## src/hw/scu_dsp_pkg.sv

```systemverilog
package scu_dsp_pkg;

	localparam int NUM_BANKS = 4;	// MD0-MD3
	localparam int CT_W = 6;	// 64 words per bank
	localparam int WORD_W = 32;
	localparam int ACC_W = 48;	// ACH:ACL and PH:PL
	localparam int IMM_W = 8;

	// Operation command layout
	localparam int CLS_HI = 31;
	localparam int CLS_LO = 30;
	localparam int ALU_HI = 29;
	localparam int ALU_LO = 26;
	localparam int X_OP_HI = 25;
	localparam int X_OP_LO = 23;
	localparam int X_INC = 22;
	localparam int X_BANK_HI = 21;
	localparam int X_BANK_LO = 20;
	localparam int Y_OP_HI = 19;
	localparam int Y_OP_LO = 17;
	localparam int Y_INC = 16;
	localparam int Y_BANK_HI = 15;
	localparam int Y_BANK_LO = 14;
	localparam int D1_OP_HI = 13;
	localparam int D1_OP_LO = 12;
	localparam int D1_DST_HI = 11;
	localparam int D1_DST_LO = 8;
	localparam int D1_SRC_HI = 7;	// Also the immediate
	localparam int D1_SRC_LO = 0;

	localparam logic [1:0] CLS_OPERATION = 2'b00;

	typedef logic [WORD_W-1:0] word_t;
	typedef logic [ACC_W-1:0] acc_t;
	typedef logic [CT_W-1:0] ct_t;
	typedef logic [$clog2(NUM_BANKS)-1:0] bank_sel_t;

	typedef enum logic [3:0] {
		ALU_NOP = 4'h0,
		ALU_AND = 4'h1,
		ALU_OR = 4'h2,
		ALU_XOR = 4'h3,
		ALU_ADD = 4'h4,
		ALU_SUB = 4'h5,
		ALU_AD2 = 4'h6,
		ALU_SR = 4'h8,
		ALU_RR = 4'h9,
		ALU_SL = 4'hA,
		ALU_RL = 4'hB,
		ALU_RL8 = 4'hF
	} alu_op_e;

	typedef enum logic [2:0] {
		D1_NONE,
		D1_IMM,
		D1_MD,	// Bank in d1_bank
		D1_ACL,
		D1_ACH
	} d1_src_e;

	typedef struct packed {
		logic ct_load;
		logic ct_inc;
		logic md_wr;
	} dsp_bank_ctrl_t;

	typedef struct packed {
		bank_sel_t x_bank;
		logic rx_load;	// Source picked by rx_from_d1
		logic pl_from_x;
		logic mul_to_p;
		bank_sel_t y_bank;
		logic ry_load;
		logic acl_from_y;
		logic clr_a;
		logic alu_to_a;
		alu_op_e alu_op;
		d1_src_e d1_src;
		bank_sel_t d1_bank;
		logic [IMM_W-1:0] imm;
		logic rx_from_d1;
		logic pl_from_d1;
		dsp_bank_ctrl_t [NUM_BANKS-1:0] bank;
	} dsp_ctrl_t;

	typedef struct packed {
		logic s;
		logic z;
		logic c;
		logic v;
	} dsp_flags_t;

endpackage

```

## src/hw/dsp_data_bank.sv

```systemverilog
module dsp_data_bank (
	input logic CLOCK,
	input logic rst,
	input scu_dsp_pkg::dsp_bank_ctrl_t bank_ctrl,
	input scu_dsp_pkg::word_t d1,
	output scu_dsp_pkg::word_t dout
);

	scu_dsp_pkg::word_t mem [2**scu_dsp_pkg::CT_W];
	scu_dsp_pkg::ct_t ct;	// CTn address counter

	// Read at the current counter, old word on a same-cycle write
	assign dout = mem[ct];

	always_ff @(posedge CLOCK) begin
		if (bank_ctrl.md_wr) begin
			mem[ct] <= d1;
		end
	end

	always_ff @(posedge CLOCK) begin
		if (rst) begin
			ct <= '0;
		end else if (bank_ctrl.ct_load) begin
			ct <= d1[scu_dsp_pkg::CT_W-1:0];	// Load beats increment
		end else if (bank_ctrl.ct_inc) begin
			ct <= ct + 1'b1;	// Wraps 63 to 0
		end
	end

	// A write to MDn and a load of CTn come from the same D1 destination code
	wr_not_with_load: assert property (@(posedge CLOCK) disable iff (rst)
		!(bank_ctrl.md_wr && bank_ctrl.ct_load));

endmodule

```

## config.mk

```make
export PLATFORM = sky130hd
export DESIGN_NAME = dsp_data_bank
export DESIGN_NICKNAME = d
export VERILOG_FILES = /design/src/hw/scu_dsp_pkg.sv /design/src/hw/dsp_data_bank.sv
export SDC_FILE = /design/constraint.sdc
export NUM_CORES = 2
export LEC_CHECK = 0
export BUFFER_PORTS_ARGS = -buffer_cell sky130_fd_sc_hd__buf_2
export CORE_MARGIN = 2
export CORE_UTILIZATION = 40
export CTS_BUF_LIST = sky130_fd_sc_hd__clkbuf_4
export DETAILED_ROUTE_END_ITERATION = 6
export HOLD_SLACK_MARGIN = 0.15
export PLACE_DENSITY = 0.54
export SLEW_MARGIN = 25
export SYNTH_ARGS = -nofsm -noshare
export SYNTH_HDL_FRONTEND = slang
export SYNTH_SLANG_ARGS = --single-unit
```

## constraint.sdc

```tcl
create_clock -name CLOCK -period 11.24 [get_ports CLOCK]
set_clock_uncertainty 0.15 [all_clocks]
set_input_delay 0 -clock CLOCK [delete_from_list [all_inputs] [get_ports CLOCK]]
set_output_delay 0 -clock CLOCK [all_outputs]
set_load 0.01 [all_outputs]
```

==> reports/metrics.csv <==
metric,value,unit
overflow,0,
worst_slew_pin_slew,1070,ps
rows,163,
start_kind,flop,
whs,292,ps
io_pins,69,
hold_viol,0,
fin_nets,4286,
dp.cells,6227,
ys_seq_elements,2060,
clock.fmax,159,MHz
cts_tree,done,
synth-compound-area-share,2.66,%
dpl_cell_area,0.0832,mm^2
dieArea,0.202,mm^2
synth_cell_type_count,54,
maxSlewViolCount,0,
min_delay_path_depth,4,
ys_top_cells_by_count,"2,048 x edfxtp_1, 446 x mux4_2, 165 x mux2i_1, 163 x nor2_1, 94 x nand2_1",
antenna_found_initial,7,
start_util,40.2,%
p_leak,28.7,nW
rsz0062_at_grt,no,
crit_type,flop to output pin,
synth.area.top_cells,"edfxtp_1 78%, mux4_2 13%, mux2i_1 2.1%, mux2_2 1.0%, nor2_1 0.77%",
die_width,449,um
grt_pass1_vias,41600,
setup_violations,0,
drtPass1Iterations,5,
detail_route.vias_per_cell,5.59,
core-area,0.197,mm^2
cts_resized,0,
postCtsSetupBuffers,0,
synth_area_leader_cell,edfxtp_1,
ys.flop_type,edfxtp_1,
place.gp.congestion,0.752,
yosysMostFrequentCell,edfxtp_1,
maxCapViolations,0,
synth_edf_count,2048,
cp_data_arrival_time,6130,ps
clkLatencyLatePin,1310,ps
grt_max_degree,121,
r2r_slack,7850,ps
drc,0,
cts.sinks,2060,
fin_crit,6280,ps
design_area,0.0911,mm^2
ys_seq_area_share,77.8,%
grt_pass1_wl,306,mm
max_slew_margin,28.8,%
fin_crit_sh,55.9,%
min_to,mem[28][14]$_DFFE_PP_,
grt_util_all_layers,21.2,%
yosys.area_share.simple,2.05,%
first_iter_violations,4094,
finalPower,15.9,mW
die_y,449,um
muxShareOfSynthArea,15.8,%
synthXorXnorAreaFrac,0.0552,%
synth_fp_nets,3638,
avgSynthCellArea,22.0,um^2
syn-cell-area,0.0793,mm^2
numCtsBuffers,553,
drt_wl_total,215,mm
tns,0,ps
register_area,0.0618,mm^2
clockBufferDepth,4,
crit_path_max_fanout,57,
cp-end-kind,output pin,
synth_adder_area_share,0.0158,%
power.density,174,mW/mm^2
worst-r2r-cell-count,9,
synth_top_area_share,77.5,%
port_buffers,68,
routedWlPerCell,29.7,um
crit_required,11090,ps
vias,40500,
final-instance-count-excl-fill,7236,
ys_warn_count,0,
area_growth,14.9,%
hp-class,input pin to flop,
outcome,"complete, no violations",
r2r_start,ct[1]$_SDFFE_PP0N_,
post-dp-hpwl,110,mm
path_clk_slew,60,ps
hp-start,d1[14],
synth_top_family_by_area,multiplexers,
synthCells,3600,
htreeDepth,6,
cts-root-buf,clkbuf_4,
async_flop_share,0,%
final_layout_size_suffix_gt1_share,36.1,%
antenna_left,0,
fill_cells,16800,
ir_drop,0.120,mV
multi_input_comb_area,0.0168,mm^2
through the flow:
| stage | setup slack (ps) | util, % |
|---|---|---|
| 5_1_grt | 4590 | 46.2 |
| 6_report | 4960 | 46.2 |
| 2_1_floorplan | 7470 | - |
| 3_5_place_dp | 6140 | 42.2 |
| 3_3_place_gp | 6150 | 42.2 |
| 4_1_cts | 4680 | 46.2 |
worst max-delay path: stages (launching register included):
cell and delay [ps]:
dfxtp_4 670, buf_4 750, buf_4 830, buf_4 880, mux2_2 310, o22ai_1 90
a221oi_2 230, a21oi_1 130, nor4_2 570, buf_2 230
cells in the final DEF, fill, tap and decap left out, drive strengths merged, types with 36 or more instances in the layout:
master / Yosys / final
clkinv: 0 / 57
dlygate4sd3: 0 / 91
clkbuf: 64 / 818
o22ai: 40 / 40
nand2: 94 / 94
a22oi: 61 / 61
mux4: 446 / 446
mux2i: 165 / 165
nor2: 163 / 163
a221oi: 36 / 36
buf: 139 / 205
edfxtp: 2048 / 2048
mux2: 73 / 73
registers in the layout (all words and copies together), names as in the netlist, named ones only:
signal and count:
mem 2048, ct 6
what timing repair did:
item / CTS / global route
endpoints found under the setup margin: 0 / 0
endpoints found under the hold margin: 4078 / 0
hold buffers: 104 / 0
how the worst max path moves through the flow:
stage | from | end | slack (ps)
4_1_cts | flop | dout[28] | 4680
3_5_place_dp | flop | dout[28] | 6140
2_1_floorplan | ct[3]$_SDFFE_PP0N_ | mem[41][0]$_DFFE_PP_ | 7470
3_3_place_gp | flop | dout[28] | 6150
5_1_grt | flop | dout[28] | 4590
6_report | flop | dout[28] | 4960
report_power, final:
group / leakage [nW] / switching (mW) / total (mW) / internal (mW)
combinational: 6.21 / 0.619 / 1.01 / 0.395
sequential: 18.5 / 0.0265 / 8.51 / 8.48
clock: 3.98 / 2.95 / 6.35 / 3.40
area by class of cell:
class / count / share of cell area [%]
multi-input cells: 1336 / 18.5
diodes: 13 / 0.0357
clock buffers: 818 / 6.74
repair buffers: 296 / 2.91
flip-flops and latches: 2060 / 67.8
clock inverters: 72 / 0.448
inverters: 1 / 0.00549
well taps: 2640 / 3.63
metal layers:
| layer | share of wire, % | wire length, um | track usage [%] |
|---|---|---|---|
| met1 | 42 | 90900 | 29.3 |
| met2 | 48 | 103000 | 33.6 |
| met3 | 7.6 | 16300 | 4.92 |
| met4 | 2.0 | 4290 | 6.13 |
| met5 | 0.0051 | 11 | 0 |
cells by family (layout without fill, tap and decap cells):
| kind of cell | after synthesis | after routing |
|---|---|---|
| DFF | 2060 | 2060 |
| muxes | 684 | 684 |
| and+or+nand+nor | 362 | 362 |
| AOI/OAI and AO/OA | 284 | 284 |
| buffers and inverters | 204 | 1187 |
| xor gates and xnor gates | 5 | 5 |
| adders and majority gates | 1 | 1 |
| other | 0 | 13 |
Power figures use the tool's default switching activity.
