[src/hw/scu_dsp_pkg.sv]
package scu_dsp_pkg;

	localparam int NUM_BANKS = 4;	// MD0-MD3
	localparam int CT_W = 6;	// 64 words per bank
	localparam int WORD_W = 32;
	localparam int ACC_W = 48;	// ACH:ACL and PH:PL
	localparam int IMM_W = 8;

	// Operation command layout
	localparam int CLS_HI = 31;
	localparam int CLS_LO = 30;
	localparam int ALU_HI = 29;
	localparam int ALU_LO = 26;
	localparam int X_OP_HI = 25;
	localparam int X_OP_LO = 23;
	localparam int X_INC = 22;
	localparam int X_BANK_HI = 21;
	localparam int X_BANK_LO = 20;
	localparam int Y_OP_HI = 19;
	localparam int Y_OP_LO = 17;
	localparam int Y_INC = 16;
	localparam int Y_BANK_HI = 15;
	localparam int Y_BANK_LO = 14;
	localparam int D1_OP_HI = 13;
	localparam int D1_OP_LO = 12;
	localparam int D1_DST_HI = 11;
	localparam int D1_DST_LO = 8;
	localparam int D1_SRC_HI = 7;	// Also the immediate
	localparam int D1_SRC_LO = 0;

	localparam logic [1:0] CLS_OPERATION = 2'b00;

	typedef logic [WORD_W-1:0] word_t;
	typedef logic [ACC_W-1:0] acc_t;
	typedef logic [CT_W-1:0] ct_t;
	typedef logic [$clog2(NUM_BANKS)-1:0] bank_sel_t;

	typedef enum logic [3:0] {
		ALU_NOP = 4'h0,
		ALU_AND = 4'h1,
		ALU_OR = 4'h2,
		ALU_XOR = 4'h3,
		ALU_ADD = 4'h4,
		ALU_SUB = 4'h5,
		ALU_AD2 = 4'h6,
		ALU_SR = 4'h8,
		ALU_RR = 4'h9,
		ALU_SL = 4'hA,
		ALU_RL = 4'hB,
		ALU_RL8 = 4'hF
	} alu_op_e;

	typedef enum logic [2:0] {
		D1_NONE,
		D1_IMM,
		D1_MD,	// Bank in d1_bank
		D1_ACL,
		D1_ACH
	} d1_src_e;

	typedef struct packed {
		logic ct_load;
		logic ct_inc;
		logic md_wr;
	} dsp_bank_ctrl_t;

	typedef struct packed {
		bank_sel_t x_bank;
		logic rx_load;	// Source picked by rx_from_d1
		logic pl_from_x;
		logic mul_to_p;
		bank_sel_t y_bank;
		logic ry_load;
		logic acl_from_y;
		logic clr_a;
		logic alu_to_a;
		alu_op_e alu_op;
		d1_src_e d1_src;
		bank_sel_t d1_bank;
		logic [IMM_W-1:0] imm;
		logic rx_from_d1;
		logic pl_from_d1;
		dsp_bank_ctrl_t [NUM_BANKS-1:0] bank;
	} dsp_ctrl_t;

	typedef struct packed {
		logic s;
		logic z;
		logic c;
		logic v;
	} dsp_flags_t;

endpackage

[src/hw/dsp_alu.sv]
module dsp_alu (
	input scu_dsp_pkg::acc_t a,	// ACH:ACL
	input scu_dsp_pkg::acc_t b,	// PH:PL
	input scu_dsp_pkg::alu_op_e op,
	input scu_dsp_pkg::dsp_flags_t flags_in,
	output scu_dsp_pkg::acc_t result,
	output scu_dsp_pkg::dsp_flags_t flags_out
);

	scu_dsp_pkg::word_t a_l;
	scu_dsp_pkg::word_t b_l;
	scu_dsp_pkg::word_t res32;
	logic [scu_dsp_pkg::WORD_W:0] sum_n;	// Extra bit is the carry
	logic [scu_dsp_pkg::WORD_W:0] diff_n;	// Extra bit is the borrow
	logic [scu_dsp_pkg::ACC_W:0] sum_w;
	logic c_new;
	logic v_new;
	logic wide;
	logic keep;

	assign a_l = a[scu_dsp_pkg::WORD_W-1:0];
	assign b_l = b[scu_dsp_pkg::WORD_W-1:0];
	assign sum_n = {1'b0, a_l} + {1'b0, b_l};
	assign diff_n = {1'b0, a_l} - {1'b0, b_l};
	assign sum_w = {1'b0, a} + {1'b0, b};

	always_comb begin
		res32 = a_l;
		c_new = flags_in.c;
		v_new = flags_in.v;
		wide = 1'b0;
		keep = 1'b0;
		case (op)
			scu_dsp_pkg::ALU_AND: begin
				res32 = a_l & b_l;
				c_new = 1'b0;
			end
			scu_dsp_pkg::ALU_OR: begin
				res32 = a_l | b_l;
				c_new = 1'b0;
			end
			scu_dsp_pkg::ALU_XOR: begin
				res32 = a_l ^ b_l;
				c_new = 1'b0;
			end
			scu_dsp_pkg::ALU_ADD: begin
				res32 = sum_n[31:0];
				c_new = sum_n[32];
				v_new = (a_l[31] == b_l[31]) && (sum_n[31] != a_l[31]);
			end
			scu_dsp_pkg::ALU_SUB: begin
				res32 = diff_n[31:0];
				c_new = diff_n[32];
				v_new = (a_l[31] != b_l[31]) && (diff_n[31] != a_l[31]);
			end
			scu_dsp_pkg::ALU_AD2: begin
				wide = 1'b1;
				c_new = sum_w[48];
				v_new = (a[47] == b[47]) && (sum_w[47] != a[47]);
			end
			scu_dsp_pkg::ALU_SR: begin
				res32 = {a_l[31], a_l[31:1]};	// Sign bit held
				c_new = a_l[0];
			end
			scu_dsp_pkg::ALU_RR: begin
				res32 = {a_l[0], a_l[31:1]};
				c_new = a_l[0];
			end
			scu_dsp_pkg::ALU_SL: begin
				res32 = {a_l[30:0], 1'b0};
				c_new = a_l[31];
			end
			scu_dsp_pkg::ALU_RL: begin
				res32 = {a_l[30:0], a_l[31]};
				c_new = a_l[31];
			end
			scu_dsp_pkg::ALU_RL8: begin
				res32 = {a_l[23:0], a_l[31:24]};
				c_new = a_l[24];
			end
			default: keep = 1'b1;	// NOP and the spare codes
		endcase

		if (keep) begin
			result = a;
			flags_out = flags_in;
		end else if (wide) begin
			result = sum_w[scu_dsp_pkg::ACC_W-1:0];
			flags_out.s = sum_w[47];
			flags_out.z = (sum_w[scu_dsp_pkg::ACC_W-1:0] == '0);
			flags_out.c = c_new;
			flags_out.v = v_new;
		end else begin
			result = scu_dsp_pkg::acc_t'(res32);	// ACH forced to zero
			flags_out.s = res32[31];
			flags_out.z = (res32 == '0);
			flags_out.c = c_new;
			flags_out.v = v_new;
		end
	end

endmodule

[src/hw/dsp_datapath.sv]
module dsp_datapath (
	input logic CLOCK,
	input logic rst,
	input scu_dsp_pkg::dsp_ctrl_t ctrl,
	input scu_dsp_pkg::word_t md_dout [scu_dsp_pkg::NUM_BANKS],
	output scu_dsp_pkg::word_t d1,
	output scu_dsp_pkg::acc_t acc,
	output scu_dsp_pkg::acc_t prod,
	output scu_dsp_pkg::dsp_flags_t flags
);

	scu_dsp_pkg::word_t x_bus;
	scu_dsp_pkg::word_t y_bus;
	scu_dsp_pkg::word_t rx_q;
	scu_dsp_pkg::word_t ry_q;
	scu_dsp_pkg::acc_t p_q;	// PH:PL
	scu_dsp_pkg::acc_t a_q;	// ACH:ACL
	scu_dsp_pkg::acc_t alu_res;
	scu_dsp_pkg::dsp_flags_t flags_q;
	scu_dsp_pkg::dsp_flags_t alu_flags;
	logic signed [2*scu_dsp_pkg::WORD_W-1:0] mul_full;

	assign x_bus = md_dout[ctrl.x_bank];
	assign y_bus = md_dout[ctrl.y_bank];

	always_comb begin
		case (ctrl.d1_src)
			scu_dsp_pkg::D1_IMM: d1 = scu_dsp_pkg::word_t'(ctrl.imm);	// Zero-extended
			scu_dsp_pkg::D1_MD: d1 = md_dout[ctrl.d1_bank];
			scu_dsp_pkg::D1_ACL: d1 = a_q[scu_dsp_pkg::WORD_W-1:0];
			scu_dsp_pkg::D1_ACH: d1 = scu_dsp_pkg::word_t'(a_q[scu_dsp_pkg::ACC_W-1:scu_dsp_pkg::WORD_W]);
			default: d1 = '0;
		endcase
	end

	// Uses RX and RY as left by earlier instructions
	assign mul_full = $signed(rx_q) * $signed(ry_q);

	always_ff @(posedge CLOCK) begin
		if (rst) begin
			rx_q <= '0;
			ry_q <= '0;
		end else begin
			if (ctrl.rx_load) begin
				rx_q <= ctrl.rx_from_d1 ? d1 : x_bus;
			end
			if (ctrl.ry_load) begin
				ry_q <= y_bus;
			end
		end
	end

	always_ff @(posedge CLOCK) begin
		if (rst) begin
			p_q <= '0;
		end else if (ctrl.pl_from_d1) begin
			p_q <= scu_dsp_pkg::acc_t'(d1);	// PH cleared
		end else if (ctrl.pl_from_x) begin
			p_q <= scu_dsp_pkg::acc_t'(x_bus);
		end else if (ctrl.mul_to_p) begin
			p_q <= mul_full[scu_dsp_pkg::ACC_W-1:0];	// Low 48 bits kept
		end
	end

	always_ff @(posedge CLOCK) begin
		if (rst) begin
			a_q <= '0;
			flags_q <= '0;
		end else if (ctrl.clr_a) begin
			a_q <= '0;
		end else if (ctrl.alu_to_a) begin
			a_q <= alu_res;
			flags_q <= alu_flags;	// Flags follow the ALU write only
		end else if (ctrl.acl_from_y) begin
			a_q <= scu_dsp_pkg::acc_t'(y_bus);	// ACH cleared
		end
	end

	dsp_alu u_alu (
		.a(a_q),
		.b(p_q),
		.op(ctrl.alu_op),
		.flags_in(flags_q),
		.result(alu_res),
		.flags_out(alu_flags)
	);

	assign acc = a_q;
	assign prod = p_q;
	assign flags = flags_q;

endmodule

[config.mk]
export PLATFORM = sky130hd
export DESIGN_NAME = dsp_datapath
export DESIGN_NICKNAME = d
export VERILOG_FILES = /design/src/hw/scu_dsp_pkg.sv /design/src/hw/dsp_alu.sv /design/src/hw/dsp_datapath.sv
export SDC_FILE = /design/constraint.sdc
export NUM_CORES = 2
export LEC_CHECK = 0
export BUFFER_PORTS_ARGS = -buffer_cell sky130_fd_sc_hd__buf_2
export CAP_MARGIN = 20
export CORE_ASPECT_RATIO = 0.7
export CORE_UTILIZATION = 55
export CTS_BUF_LIST = sky130_fd_sc_hd__clkbuf_16
export DETAILED_ROUTE_END_ITERATION = 8
export PLACE_DENSITY = 0.72
export SYNTH_ARGS = -nofsm -noshare
export SYNTH_HDL_FRONTEND = slang
export SYNTH_SLANG_ARGS = --single-unit
[constraint.sdc]
create_clock -name CLOCK -period 10.2 [get_ports CLOCK]
set_input_delay 3.06 -clock CLOCK [delete_from_list [all_inputs] [get_ports CLOCK]]
set_output_delay 3.06 -clock CLOCK [all_outputs]
set_load 0.05 [all_outputs]
==> summary.txt <==
Finish
  – Register Area: 0.00330 mm²
  – Final instance count without filler cells: 6613
  – Area of the multi-input gates: between 0.03 and 0.04 mm²
  – Ratio of cells with drive above 1 in the final layout: 0.106
  – Finished Cell Area: 0.0498 mm²
  – Leading cell type in the layout, fill and taps excluded: inv_1
  – Area growth, synth to finish: 6.28%
  – Fillers: 7662
  – NumNets Final: 6740
  – Most frequent cells in the layout: inv_1, fa_1, nand2_1, and2_1, nor2_1

STA
  – Period minus WS final: a little over 9 ns
  – Fmax: around 110 MHz
  – RSZ-0062 raised after global routing: no
  – Worst Tran Pin Value: 1.24 ns
  – Tcrit/Tclk final: 0.910
  – Worst-case clock skew: 0.0150 ns
  – Final setup vio count: 0
  – Fin. max-slew vios: 0
  – Final setup TNS: 0 ns
  – Max_slew headroom: 0.165
  – Final hold vios: 0

Global routing
  – Grt ovf: 0
  – Initial antenna violation count: 22
  – Largest net degree at the start of global routing: 65
  – Vias in the first global route: 41.4k
  – First-pass GRT wire length: 263000 µm
  – All-Layer GR Usage: 0.412

CTS
  – CTS tree: done
  – H-tree depth: 4
  – Clk_lat worst skew: 0.50 ns
  – Clock Sink Count: between 150 and 200
  – Clk pin slew, worst setup/hold paths: 0.08 ns
  – Post-cts gate resize count: 0
  – Cts bufs inserted: 17
  – Worst-case clock buffer depth: 2
  – Hold Buf Count CTS: 0
  – Root Driver: clkbuf_16
  – Setup Fix Bufs, Post-CTS: 0

Worst setup path
  – Crit path top cell by count: fa_1
  – Worst-path fanout max: 23
  – Slowest-stage cell, CP: dfxtp_1
  – Largest stage delay on the critical path: 1.00 ns
  – Worst Setup Start Kind: register
  – R2R Setup Slk: 0.92 ns
  – Kind of end point of the critical path: register
  – Kind of cell adding the most delay to the critical path: adder cells
  – CP Data Required Time: 10.64 ns
  – Critical path class: reg -> reg
  – Worst Path Buf+Inv: 5
  – Worst EP arrival: 9.72 ns

Power
  – Final Total Pwr: roughly 6.5 mW
  – IR drop worst, VDD: 0.322 mV
  – Static leakage: 23.3 nW
  – PwrDens: 131 mW/mm²

Synth
  – Async S/R FF share, synth: 0
  – EDFF count, synth: 0
  – Post-Syn Instances: between 5k and 6k
  – Syn Area/Cell: 8.67 µm²
  – Seq/Total Area, Yosys: 0.0701
  – Syn Nets: 6698
  – Post-synth top area share: 0.359
  – Area of the mapped netlist: approximately 0.047 mm²
  – Synth cell types: between 80 and 90
  – Most used DFF post-synth: dfxtp_1
  – Synth warn: 0
  – Post-synthesis register bit count: 164
  – Yosys top cell by area: fa_1
  – Synth area leaders: fa_1, ha_1, inv_1

Route
  – WL met2: 70000 µm
  – Post-DR vias/cell: 6.26
  – Initial DRC Count: between 5k and 6k
  – Routed WL: 173000 µm
  – First-pass DRT Iterations: 7
  – Via count: approximately 41k
  – Top layer in use: met5
  – Post-route DRC: 0
  – Antenna Nets Post-Route: 0
  – Drt wl/cell: 26.2 µm
  – Met3 WL: 25700 µm
  – DRT met1 WL: roughly 70000 µm

Die
  – Cell row count: 89
  – Chip width: between 300 and 400 µm
  – Total die area: about 0.086 mm²
  – Area of the core: 0.0843 mm²
  – IO Pins: 304
  – Die height: 246 µm
  – Starting Density: 0.556

Flow run
  – MaxCap Viol Count: 0

Place
  – Dpl cells: 6564
  – Input/output buffers: 291
  – DP Area: approximately 0.049 mm²
  – GPL Wtd Cong: around 1.1
  – DP HPWL: approximately 140000 µm

Outcome
  – Status: finished clean

Min path
  – Worst min path class: reg -> reg
[report_power, final]
part / internal, mW / leakage [nW] / switching, mW
Sequential: 0.699 / 1.35 / 0.202
Clock: 0.363 / 0.283 / 0.339
Combinational: 1.82 / 21.6 / 3.12
Total: 2.88 / 23.3 / 3.67
[stage by stage]
stage / hold slack (ns) / setup slack (ns) / utilization
floorplan: 0.474 / 1.61 / -
global placement: 0.474 / 1.47 / 0.583
detailed placement: 0.489 / 1.46 / 0.583
CTS: 0.502 / 1.39 / 0.590
global route: 0.517 / 0.806 / 0.591
finish: 0.497 / 0.919 / 0.591
[worst min-delay path: cells and delay by family (launching register included)]
| family | cells | cell delay [ns] |
|---|---|---|
| AO/OA/AOI/OAI | 1 | 0.07 |
| buffers and inverters | 1 | 0.05 |
| flip-flops | 1 | 0.33 |
[cell usage after synthesis, types with 17 or more instances]
library cell  number
mux2i_1          128
nand2b_1          24
and3_1            20
inv_1            876
nand3_1           50
nor3_1            65
xor2_1            28
nor2b_1           36
a21o_1            64
a211oi_1          95
o211ai_1          33
xnor2_1          100
a21oi_1          185
nand2_1          630
and2_1           441
fa_1             841
a221oi_1          36
a22oi_1           42
o21ai_0          113
clkbuf_1         321
a31oi_1           28
nand4_1           18
o22ai_1           28
a311oi_1          17
o21bai_1          25
buf_1             38
dfxtp_1          164
nor2_1           312
mux4_2            96
ha_1             279
[final timing paths]
check	end	cells past startpoint	start
setup / recovery	prod[31]	25	ry_q[2]
hold / removal	flags[3]	2	flags[3]
setup reg to reg	prod[31]	25	ry_q[2]
hold reg to reg	flags[3]	2	flags[3]
[logic make-up (layout without fill, tap and decap cells)]
family | Yosys count | after routing | share of synthesized area
xor+xnor | 128 | 128 | 0.0239
simple gates | 1682 | 1682 | 0.174
fa+ha+maj | 1120 | 1120 | 0.434
mux | 227 | 227 | 0.0742
compound gates | 837 | 837 | 0.124
flops | 164 | 164 | 0.0701
other cells | 0 | 15 | 0
buf+inv | 1248 | 1303 | 0.100
[cell type report]
| type | instances | area share |
|---|---|---|
| antenna | 15 | 0.000754 |
| sequential | 164 | 0.0663 |
| inverter | 882 | 0.0665 |
| timing repair buffer | 389 | 0.0446 |
| clock buffer | 17 | 0.00854 |
| clock inverter | 15 | 0.00317 |
| tap | 1137 | 0.0286 |
| multi-input combinational | 3994 | 0.782 |
[state kept, by name (all words and copies together), names as in the netlist]
signal / cells
acc: 48
prod: 48
rx_q: 32
ry_q: 32
flags: 4
[routing by layer]
layer  global-route usage  up-vias
met5               0.0204        -
met4                0.155       20
met3                0.156      426
met2                0.571     2717
met1                0.579    20673
li1                     -    17538
Power figures use the tool's default switching activity.
