**config.mk**
```make
export PLATFORM = sky130hd
export DESIGN_NAME = dsp_decoder
export DESIGN_NICKNAME = d
export VERILOG_FILES = /design/src/hw/scu_dsp_pkg.sv /design/src/hw/dsp_decoder.sv
export SDC_FILE = /design/constraint.sdc
export NUM_CORES = 1
export LEC_CHECK = 0
export BUFFER_PORTS_ARGS = -buffer_cell sky130_fd_sc_hd__clkbuf_2
export CORE_MARGIN = 3
export CORE_UTILIZATION = 30
export DETAILED_ROUTE_END_ITERATION = 12
export GPL_TIMING_DRIVEN = 0
export PLACE_DENSITY = 0.65
export SLEW_MARGIN = 25
export SYNTH_ARGS = -nofsm -noshare
export SYNTH_HDL_FRONTEND = slang
export SYNTH_SLANG_ARGS = --single-unit
```
**constraint.sdc**
```tcl
create_clock -name CLOCK -period 1.7 [get_ports CLOCK]
set_input_delay 0.34 -clock CLOCK [delete_from_list [all_inputs] [get_ports CLOCK]]
set_output_delay 0.34 -clock CLOCK [all_outputs]
set_load 0.03 [all_outputs]
```
**src/hw/scu_dsp_pkg.sv**
```systemverilog
package scu_dsp_pkg;

	localparam int NUM_BANKS = 4;	// MD0-MD3
	localparam int CT_W = 6;	// 64 words per bank
	localparam int WORD_W = 32;
	localparam int ACC_W = 48;	// ACH:ACL and PH:PL
	localparam int IMM_W = 8;

	// Operation command layout
	localparam int CLS_HI = 31;
	localparam int CLS_LO = 30;
	localparam int ALU_HI = 29;
	localparam int ALU_LO = 26;
	localparam int X_OP_HI = 25;
	localparam int X_OP_LO = 23;
	localparam int X_INC = 22;
	localparam int X_BANK_HI = 21;
	localparam int X_BANK_LO = 20;
	localparam int Y_OP_HI = 19;
	localparam int Y_OP_LO = 17;
	localparam int Y_INC = 16;
	localparam int Y_BANK_HI = 15;
	localparam int Y_BANK_LO = 14;
	localparam int D1_OP_HI = 13;
	localparam int D1_OP_LO = 12;
	localparam int D1_DST_HI = 11;
	localparam int D1_DST_LO = 8;
	localparam int D1_SRC_HI = 7;	// Also the immediate
	localparam int D1_SRC_LO = 0;

	localparam logic [1:0] CLS_OPERATION = 2'b00;

	typedef logic [WORD_W-1:0] word_t;
	typedef logic [ACC_W-1:0] acc_t;
	typedef logic [CT_W-1:0] ct_t;
	typedef logic [$clog2(NUM_BANKS)-1:0] bank_sel_t;

	typedef enum logic [3:0] {
		ALU_NOP = 4'h0,
		ALU_AND = 4'h1,
		ALU_OR = 4'h2,
		ALU_XOR = 4'h3,
		ALU_ADD = 4'h4,
		ALU_SUB = 4'h5,
		ALU_AD2 = 4'h6,
		ALU_SR = 4'h8,
		ALU_RR = 4'h9,
		ALU_SL = 4'hA,
		ALU_RL = 4'hB,
		ALU_RL8 = 4'hF
	} alu_op_e;

	typedef enum logic [2:0] {
		D1_NONE,
		D1_IMM,
		D1_MD,	// Bank in d1_bank
		D1_ACL,
		D1_ACH
	} d1_src_e;

	typedef struct packed {
		logic ct_load;
		logic ct_inc;
		logic md_wr;
	} dsp_bank_ctrl_t;

	typedef struct packed {
		bank_sel_t x_bank;
		logic rx_load;	// Source picked by rx_from_d1
		logic pl_from_x;
		logic mul_to_p;
		bank_sel_t y_bank;
		logic ry_load;
		logic acl_from_y;
		logic clr_a;
		logic alu_to_a;
		alu_op_e alu_op;
		d1_src_e d1_src;
		bank_sel_t d1_bank;
		logic [IMM_W-1:0] imm;
		logic rx_from_d1;
		logic pl_from_d1;
		dsp_bank_ctrl_t [NUM_BANKS-1:0] bank;
	} dsp_ctrl_t;

	typedef struct packed {
		logic s;
		logic z;
		logic c;
		logic v;
	} dsp_flags_t;

endpackage

```
**src/hw/dsp_decoder.sv**
```systemverilog
module dsp_decoder (
	input logic CLOCK,
	input logic rst,
	input logic inst_valid,
	input scu_dsp_pkg::word_t inst,
	output scu_dsp_pkg::dsp_ctrl_t ctrl
);

	logic valid_q;
	scu_dsp_pkg::word_t inst_q;	// Fetch register

	logic [1:0] cls;
	logic [2:0] x_op;
	logic [2:0] y_op;
	logic [1:0] d1_op;
	logic [3:0] d1_dst;
	logic [3:0] src_code;
	logic x_inc;
	logic y_inc;
	scu_dsp_pkg::bank_sel_t x_bank;
	scu_dsp_pkg::bank_sel_t y_bank;

	always_ff @(posedge CLOCK) begin
		if (rst) begin
			valid_q <= 1'b0;
		end else begin
			valid_q <= inst_valid;	// Idle cycle fetches a bubble
		end
	end

	always_ff @(posedge CLOCK) begin
		inst_q <= inst;
	end

	assign cls = inst_q[scu_dsp_pkg::CLS_HI:scu_dsp_pkg::CLS_LO];
	assign x_op = inst_q[scu_dsp_pkg::X_OP_HI:scu_dsp_pkg::X_OP_LO];
	assign x_inc = inst_q[scu_dsp_pkg::X_INC];
	assign x_bank = inst_q[scu_dsp_pkg::X_BANK_HI:scu_dsp_pkg::X_BANK_LO];
	assign y_op = inst_q[scu_dsp_pkg::Y_OP_HI:scu_dsp_pkg::Y_OP_LO];
	assign y_inc = inst_q[scu_dsp_pkg::Y_INC];
	assign y_bank = inst_q[scu_dsp_pkg::Y_BANK_HI:scu_dsp_pkg::Y_BANK_LO];
	assign d1_op = inst_q[scu_dsp_pkg::D1_OP_HI:scu_dsp_pkg::D1_OP_LO];
	assign d1_dst = inst_q[scu_dsp_pkg::D1_DST_HI:scu_dsp_pkg::D1_DST_LO];
	assign src_code = inst_q[scu_dsp_pkg::D1_SRC_LO +: 4];

	always_comb begin
		ctrl = '0;
		ctrl.alu_op = scu_dsp_pkg::ALU_NOP;
		ctrl.d1_src = scu_dsp_pkg::D1_NONE;
		ctrl.x_bank = x_bank;
		ctrl.y_bank = y_bank;
		ctrl.d1_bank = src_code[1:0];
		ctrl.imm = inst_q[scu_dsp_pkg::D1_SRC_HI:scu_dsp_pkg::D1_SRC_LO];
		if (valid_q && cls == scu_dsp_pkg::CLS_OPERATION) begin
			ctrl.alu_op = scu_dsp_pkg::alu_op_e'(inst_q[scu_dsp_pkg::ALU_HI:scu_dsp_pkg::ALU_LO]);

			case (x_op)
				3'b100: ctrl.rx_load = 1'b1;	// MOV [s],X
				3'b010: ctrl.mul_to_p = 1'b1;	// MOV MUL,P
				3'b011: ctrl.pl_from_x = 1'b1;	// MOV [s],P
				default: ;
			endcase
			if (x_inc && (x_op == 3'b100 || x_op == 3'b011)) begin
				ctrl.bank[x_bank].ct_inc = 1'b1;
			end

			case (y_op)
				3'b100: ctrl.ry_load = 1'b1;	// MOV [s],Y
				3'b001: ctrl.clr_a = 1'b1;
				3'b010: ctrl.alu_to_a = 1'b1;	// MOV ALU,A
				3'b011: ctrl.acl_from_y = 1'b1;	// MOV [s],A
				default: ;
			endcase
			if (y_inc && (y_op == 3'b100 || y_op == 3'b011)) begin
				ctrl.bank[y_bank].ct_inc = 1'b1;
			end

			if (d1_op == 2'b01) begin
				ctrl.d1_src = scu_dsp_pkg::D1_IMM;
			end else if (d1_op == 2'b11) begin
				case (src_code)
					4'b0000, 4'b0001, 4'b0010, 4'b0011: ctrl.d1_src = scu_dsp_pkg::D1_MD;
					4'b0100, 4'b0101, 4'b0110, 4'b0111: begin
						ctrl.d1_src = scu_dsp_pkg::D1_MD;
						ctrl.bank[src_code[1:0]].ct_inc = 1'b1;	// MC0-MC3
					end
					4'b1001: ctrl.d1_src = scu_dsp_pkg::D1_ACL;
					4'b1010: ctrl.d1_src = scu_dsp_pkg::D1_ACH;
					default: ;
				endcase
			end

			// Both D1 moves share the destination code
			if (d1_op[0]) begin
				case (d1_dst)
					4'b0000, 4'b0001, 4'b0010, 4'b0011: begin
						ctrl.bank[d1_dst[1:0]].md_wr = 1'b1;
						ctrl.bank[d1_dst[1:0]].ct_inc = 1'b1;
					end
					4'b0100: begin
						ctrl.rx_load = 1'b1;
						ctrl.rx_from_d1 = 1'b1;	// D1 wins over X
					end
					4'b0101: ctrl.pl_from_d1 = 1'b1;
					4'b1100, 4'b1101, 4'b1110, 4'b1111: ctrl.bank[d1_dst[1:0]].ct_load = 1'b1;
					default: ;	// RA0, WA0, LOP, TOP not present
				endcase
			end
		end
	end

	// A cycle without a strobe executes as a bubble one cycle later
	bubble_no_write: assert property (@(posedge CLOCK) disable iff (rst)
		!inst_valid |=> ctrl.bank == '0 && !(ctrl.rx_load || ctrl.ry_load
		|| ctrl.pl_from_x || ctrl.pl_from_d1 || ctrl.mul_to_p
		|| ctrl.acl_from_y || ctrl.clr_a || ctrl.alu_to_a));

endmodule

```
==> results of run 1 <==
sequential cells by signal (all words and copies together), names as in the netlist:
signal,count
inst_q,32
valid_q,1
what timing repair did:
item                                    CTS  global route
cloned                                    0             1
pin swaps                                10             5
gates resized for setup                  55            42
endpoints found under the setup margin   28            28
buffers inserted                          4             0
per-layer routing:
| metal | global-route usage | part of all wire | up-vias |
|---|---|---|---|
| met5 | 0 | 0 | - |
| met1 | 0.152 | 0.39 | 537 |
| met3 | 0.0526 | 0.094 | 10 |
| li1 | - | - | 595 |
| met4 | 0.0522 | 0.026 | 0 |
| met2 | 0.218 | 0.49 | 51 |
area by class of cell:
type                       instances  area, µm²  area share
sequential                        33        681       0.327
clock inverter                     2       37.5      0.0180
inverter                           5       18.8     0.00901
clock buffer                       6       82.6      0.0397
tap                               50       62.6      0.0300
timing repair buffer              81        504       0.242
buffer                            15        116      0.0559
multi-input combinational         68        579       0.278
per-stage QoR:
| step | setup TNS, ns | worst slack (ns) | util | cell area (µm²) | hold slack [ns] |
|---|---|---|---|---|---|
| floorplan | -0.717 | -0.239 | - | 1270 | 0.368 |
| global placement | 0 | 0.137 | 0.426 | 1720 | 0.442 |
| detailed placement | 0 | 0.100 | 0.426 | 1720 | 0.444 |
| CTS | -1.29 | -0.134 | 0.498 | 2010 | 0.142 |
| global route | -2.74 | -0.185 | 0.517 | 2080 | 0.132 |
| finish | -0.703 | -0.104 | 0.517 | 2080 | 0.152 |
logic make-up after synthesis:
family	after synthesis	share of synthesized area
AND/OR/NAND/NOR	49	0.264
flip-flops	33	0.520
buffers and inverters	20	0.101
AO/OA/AOI/OAI	19	0.114
power breakdown:
group	leakage, µW	internal, µW	total [µW]	switching [µW]
Sequential	0.000279	818	861	43.0
Clock	0.0000574	476	762	286
Combinational	0.000645	99.1	194	94.4
Total	0.000981	1390	1820	424
worst max-delay path, stage by stage, from the launching register on:
cell and delay, ns:
dfxtp_2 0.41, and3b_2 0.24, o2111ai_1 0.16, a31oi_1 0.18, buf_4 0.19
placed cells by master, fill, tap and decap left out, types with 3 or more instances in the layout:
cell	n
dfxtp_1	19
buf_6	6
buf_4	39
clkbuf_2	48
o2111ai_1	8
dfxtp_2	13
and2_1	5
nand2b_1	5
nor2_1	8
a31oi_1	4
clkbuf_8	6
inv_1	5
nor4b_4	3
worst max-delay path by stage:
stage / depth (start not counted) / slack (ns) / endpoint
2_1_floorplan: 3 / -0.24 / ctrl[31]
6_report: 4 / -0.10 / ctrl[7]
5_1_grt: 4 / -0.18 / ctrl[7]
3_5_place_dp: 4 / 0.10 / ctrl[1]
3_3_place_gp: 4 / 0.14 / ctrl[26]
4_1_cts: 4 / -0.13 / ctrl[26]
==> metrics.yaml, run 1 <==
clock-sinks: 33
yosysWarnings: 0
violations: "setup timing"
drive_gt1_frac: 0.681
start_util: 0.315
yosys-top-cells-area: "dfxtp_1 52%, buf_4 8.3%, o2111ai_1 5.5%"
antenna_found_initial: 0
portBuffers: 76
core_um2: 4030
fp.dieW_um: 71.1
hold_path.class: "input port to flip-flop"
path_max_fanout: 5
finalCriticalPeriod_ns: 1.80
min_to: "inst_q[14]$_DFF_P_"
routed_wl_um: 3360
cts_tree: "built"
yosysUniqueCellTypes: 29
endpoint_kind: "primary output"
crit_arrival_ns: 1.46
startpoint: "inst_q[17]$_DFF_P_"
area_delta_synth_final_pct: 63.9
die-area_um2: 5050
synth.top_cell.area_share: 0.520
fin_cells: 260
netlist_area_um2: 1270
cts_max_level: 2
io_pins: 77
clkTransAtPathRegs_ns: 0.07
grt_max_degree: 12
drc: 0
grt_pass1_vias: 1206
synth.avg_cell_area_um2: 10.5
hold_depth: 1
drt_first_pass_iters: 4
clockRootBuffer: "clkbuf_8"
die_h_um: 71.1
ir_worst_vdd_uv: 570
yosysMostFrequentCell: "dfxtp_1"
cts_buffers: 5
cts_hold_buf: 0
cts_buffer_depth: 2
initialDrtViolationCount: 82
cp.required_ns: 1.36
outcome: "finished with violations"
period_share: 1.06
ys_seq_elements: 33
synth.net_count: 156
rsz0062_at_grt: "yes"
tightest_slew_ns: 0.271
gp_congestion: 0.736
grt_overflow: 0
slew_viol_final: 0
start_kind: "flip-flop"
wl_per_cell_um: 12.9
synthTopCellsByCount: "33 x dfxtp_1, 14 x buf_4, 10 x nor2_1, 8 x o2111ai_1, 6 x and2_1"
fmax_mhz: 554
slew_headroom: 0.819
track_usage: 0.132
dp_hpwl_um: 2440
syn_inst: 121
synth_edf_count: 0
setup_viol: 13
crit_type: "flip-flop to primary output"
setup_ws_ns: -0.104
ys.flop_type: "dfxtp_1"
drv_cap: 0
dp_cells: 247
min_from: "inst[14]"
grt_pass1_wl_um: 5210
vias: 1193
async_flop_share: 0
nets: 244
n_antenna_cell: 0
synth.largest_area_cell: "dfxtp_1"
p_per_area_nw_per_um2: 873
rows: 23
drtAntennaViolNets: 0
fill_cells: 391
hold_viol: 0
p_leak_uw: 0.000981
viasPerCell: 4.59
power_uw: 1820
ys_seq_area_frac: 0.520
Power figures use the tool's default switching activity.
==> inputs of run 2 (changes only) <==
--- a/config.mk
+++ b/config.mk
@@ -10,7 +10,7 @@
 export CORE_UTILIZATION = 30
 export DETAILED_ROUTE_END_ITERATION = 12
 export GPL_TIMING_DRIVEN = 0
-export PLACE_DENSITY = 0.65
+export PLACE_DENSITY_LB_ADDON = 0.08
 export SLEW_MARGIN = 25
 export SYNTH_ARGS = -nofsm -noshare
 export SYNTH_HDL_FRONTEND = slang
==> metrics.yaml, run 2 (same netlist as run 1, synthesis figures left out) <==
clkTransAtPathRegs_ns: 0.07  # about the same
max_stage_delay_ns: 0.34  # -0.07 ns
core_um2: 4030  # unchanged
crit_type: "flip-flop to primary output"
n_antenna_cell: 0  # unchanged
grt_pass1_vias: 1212  # +0.50%
cpMostUsedCell: "buf_4"
largest_register_ffs: 32  # unchanged
io_pins: 77  # unchanged
dp_hpwl_um: 2540  # +4.0%
drive_gt1_frac: 0.752  # +0.0714
hold_path.class: "input port to flip-flop"
wl_met1_um: 1290  # -0.31%
hold_viol: 0  # unchanged
slew_headroom: 0.808  # -0.0115
critPathSlowestCell: "dfxtp_2"
die_h_um: 71.1  # unchanged
reg.largest.list: "inst_q: 32 flops, valid_q: 1 flops"
regMostFlops: "inst_q"
routed_wl_um: 3490  # +3.8%
clockRootBuffer: "clkbuf_8"
clock-sinks: 33  # unchanged
cts_max_level: 2  # unchanged
grt_max_degree: 11  # -1
multi_input_area_um2: 693  # +20%
rows: 23  # unchanged
fp.dieW_um: 71.1  # unchanged
cts_buffers: 5  # unchanged
final_util: 0.569  # +0.0522
fin_cells: 260  # unchanged
endpoint_kind: "primary output"
crit_arrival_ns: 1.51  # +0.05 ns
antenna_found_initial: 0  # unchanged
setup_viol: 16  # +3
start_kind: "flip-flop"
area_delta_synth_final_pct: 80.5
wl_met2_um: 1810  # +9.0%
ir_worst_vdd_uv: 548  # -3.8%
fmax_mhz: 542  # -2.3%
grt_pass1_wl_um: 5420  # +4.0%
startpoint: "inst_q[24]$_DFF_P_"
min_from: "inst[13]"
path_max_fanout: 4  # -1
tightest_slew_ns: 0.288  # +0.0172 ns
initialDrtViolationCount: 37  # -55%
violations: "setup timing"
mostFrequentLayoutCell: "clkbuf_2"
wl_per_cell_um: 13.4  # +3.8%
cts_tree: "built"
p_per_area_nw_per_um2: 774  # -11%
nets: 245  # +0.41%
p_leak_uw: 0.00104  # +5.6%
vias: 1216  # +1.9%
cts_hold_buf: 0  # unchanged
wl_met3_um: 326  # +3.5%
gp_congestion: 0.728  # -1.0%
dpl_cell_area_um2: 1720  # unchanged
die-area_um2: 5050  # unchanged
fin_area_um2: 2290  # +10%
setup_ws_ns: -0.146  # -0.0420 ns
drv_cap: 0  # unchanged
slew_viol_final: 0  # unchanged
dp_cells: 247  # unchanged
rsz0062_at_grt: "yes"
period_share: 1.09  # +0.0247
cp.required_ns: 1.36  # about the same
drtAntennaViolNets: 0  # unchanged
start_util: 0.315  # unchanged
grt_overflow: 0  # unchanged
track_usage: 0.139  # +0.00704
outcome: "finished with violations"
drt_first_pass_iters: 4  # unchanged
top_layer: "met4"
portBuffers: 76  # unchanged
fill_cells: 354  # -9.5%
layout_common_cells: "48 x clkbuf_2, 25 x buf_4, 20 x dfxtp_1"
final.setup.tns_ns: -1.29  # -0.584 ns
finalCriticalPeriod_ns: 1.85  # +0.0420 ns
viasPerCell: 4.68  # +1.9%
drc: 0  # unchanged
cts_buffer_depth: 2  # unchanged
register_area_um2: 679  # -0.18%
path_cells: "nor3b_4, buf_4, o2111ai_2, a31oi_1, buf_4"
==> run 2: cell count changes in the layout (fill, tap and decap cells not counted), moves of 5 or more <==
cell,delta
buf_4,-14
buf_6,+7
buf_8,+7
nor2_4,+7
nor2_1,-5
==> run 2: layout make-up <==
class,count,share of cell area
clock buffer,5,0.0300
buffer,15,0.0508
timing repair buffer,82,0.270
tap,50,0.0273
multi-input combinational,68,0.302
clock inverter,2,0.0153
sequential,33,0.296
inverter,5,0.00819
==> run 2: what timing repair did <==
item | CTS | global route
resized for setup | 71 | 75
pin swaps | 16 | 13
endpoints found under the hold margin | 0 | 0
setup endpoints to repair | 28 | 28
setup buffers | 2 | 3
gates cloned | 1 | 0
==> run 2: per-layer routing <==
metal,vias up,GRT usage
li1,600,-
met1,558,0.156
met3,6,0.0554
met2,52,0.227
met5,-,0
met4,0,0.0710
==> run 2: worst paths after layout <==
path                        endpoint  cells past startpoint  slack (ns)
hold / removal    inst_q[13]$_DFF_P_                      1        0.15
setup / recovery             ctrl[1]                      5       -0.15
==> run 2: worst max-delay path: cells and delay by family, from the launching register on <==
kind,cells,cell delay (ns)
flip-flops,1,0.34
buffers and inverters,2,0.36
AO/OA/AOI/OAI,2,0.29
AND/OR/NAND/NOR,1,0.25
==> run 2: where the power goes <==
part	total (µW)	internal [µW]	leakage [µW]	switching, µW
clock network	698	425	0.0000540	273
logic	207	106	0.000703	101
registers	869	819	0.000279	50.5
total	1770	1350	0.00104	424
==> run 2: stage by stage <==
stage          worst slack (ns)  total power, µW  hold WS, ns
2_1_floorplan            -0.239              970        0.368
3_3_place_gp              0.121             1040        0.442
3_5_place_dp             0.0692             1040        0.444
4_1_cts                  -0.163             1780        0.149
5_1_grt                  -0.254             1850        0.144
6_report                 -0.146             1770        0.154
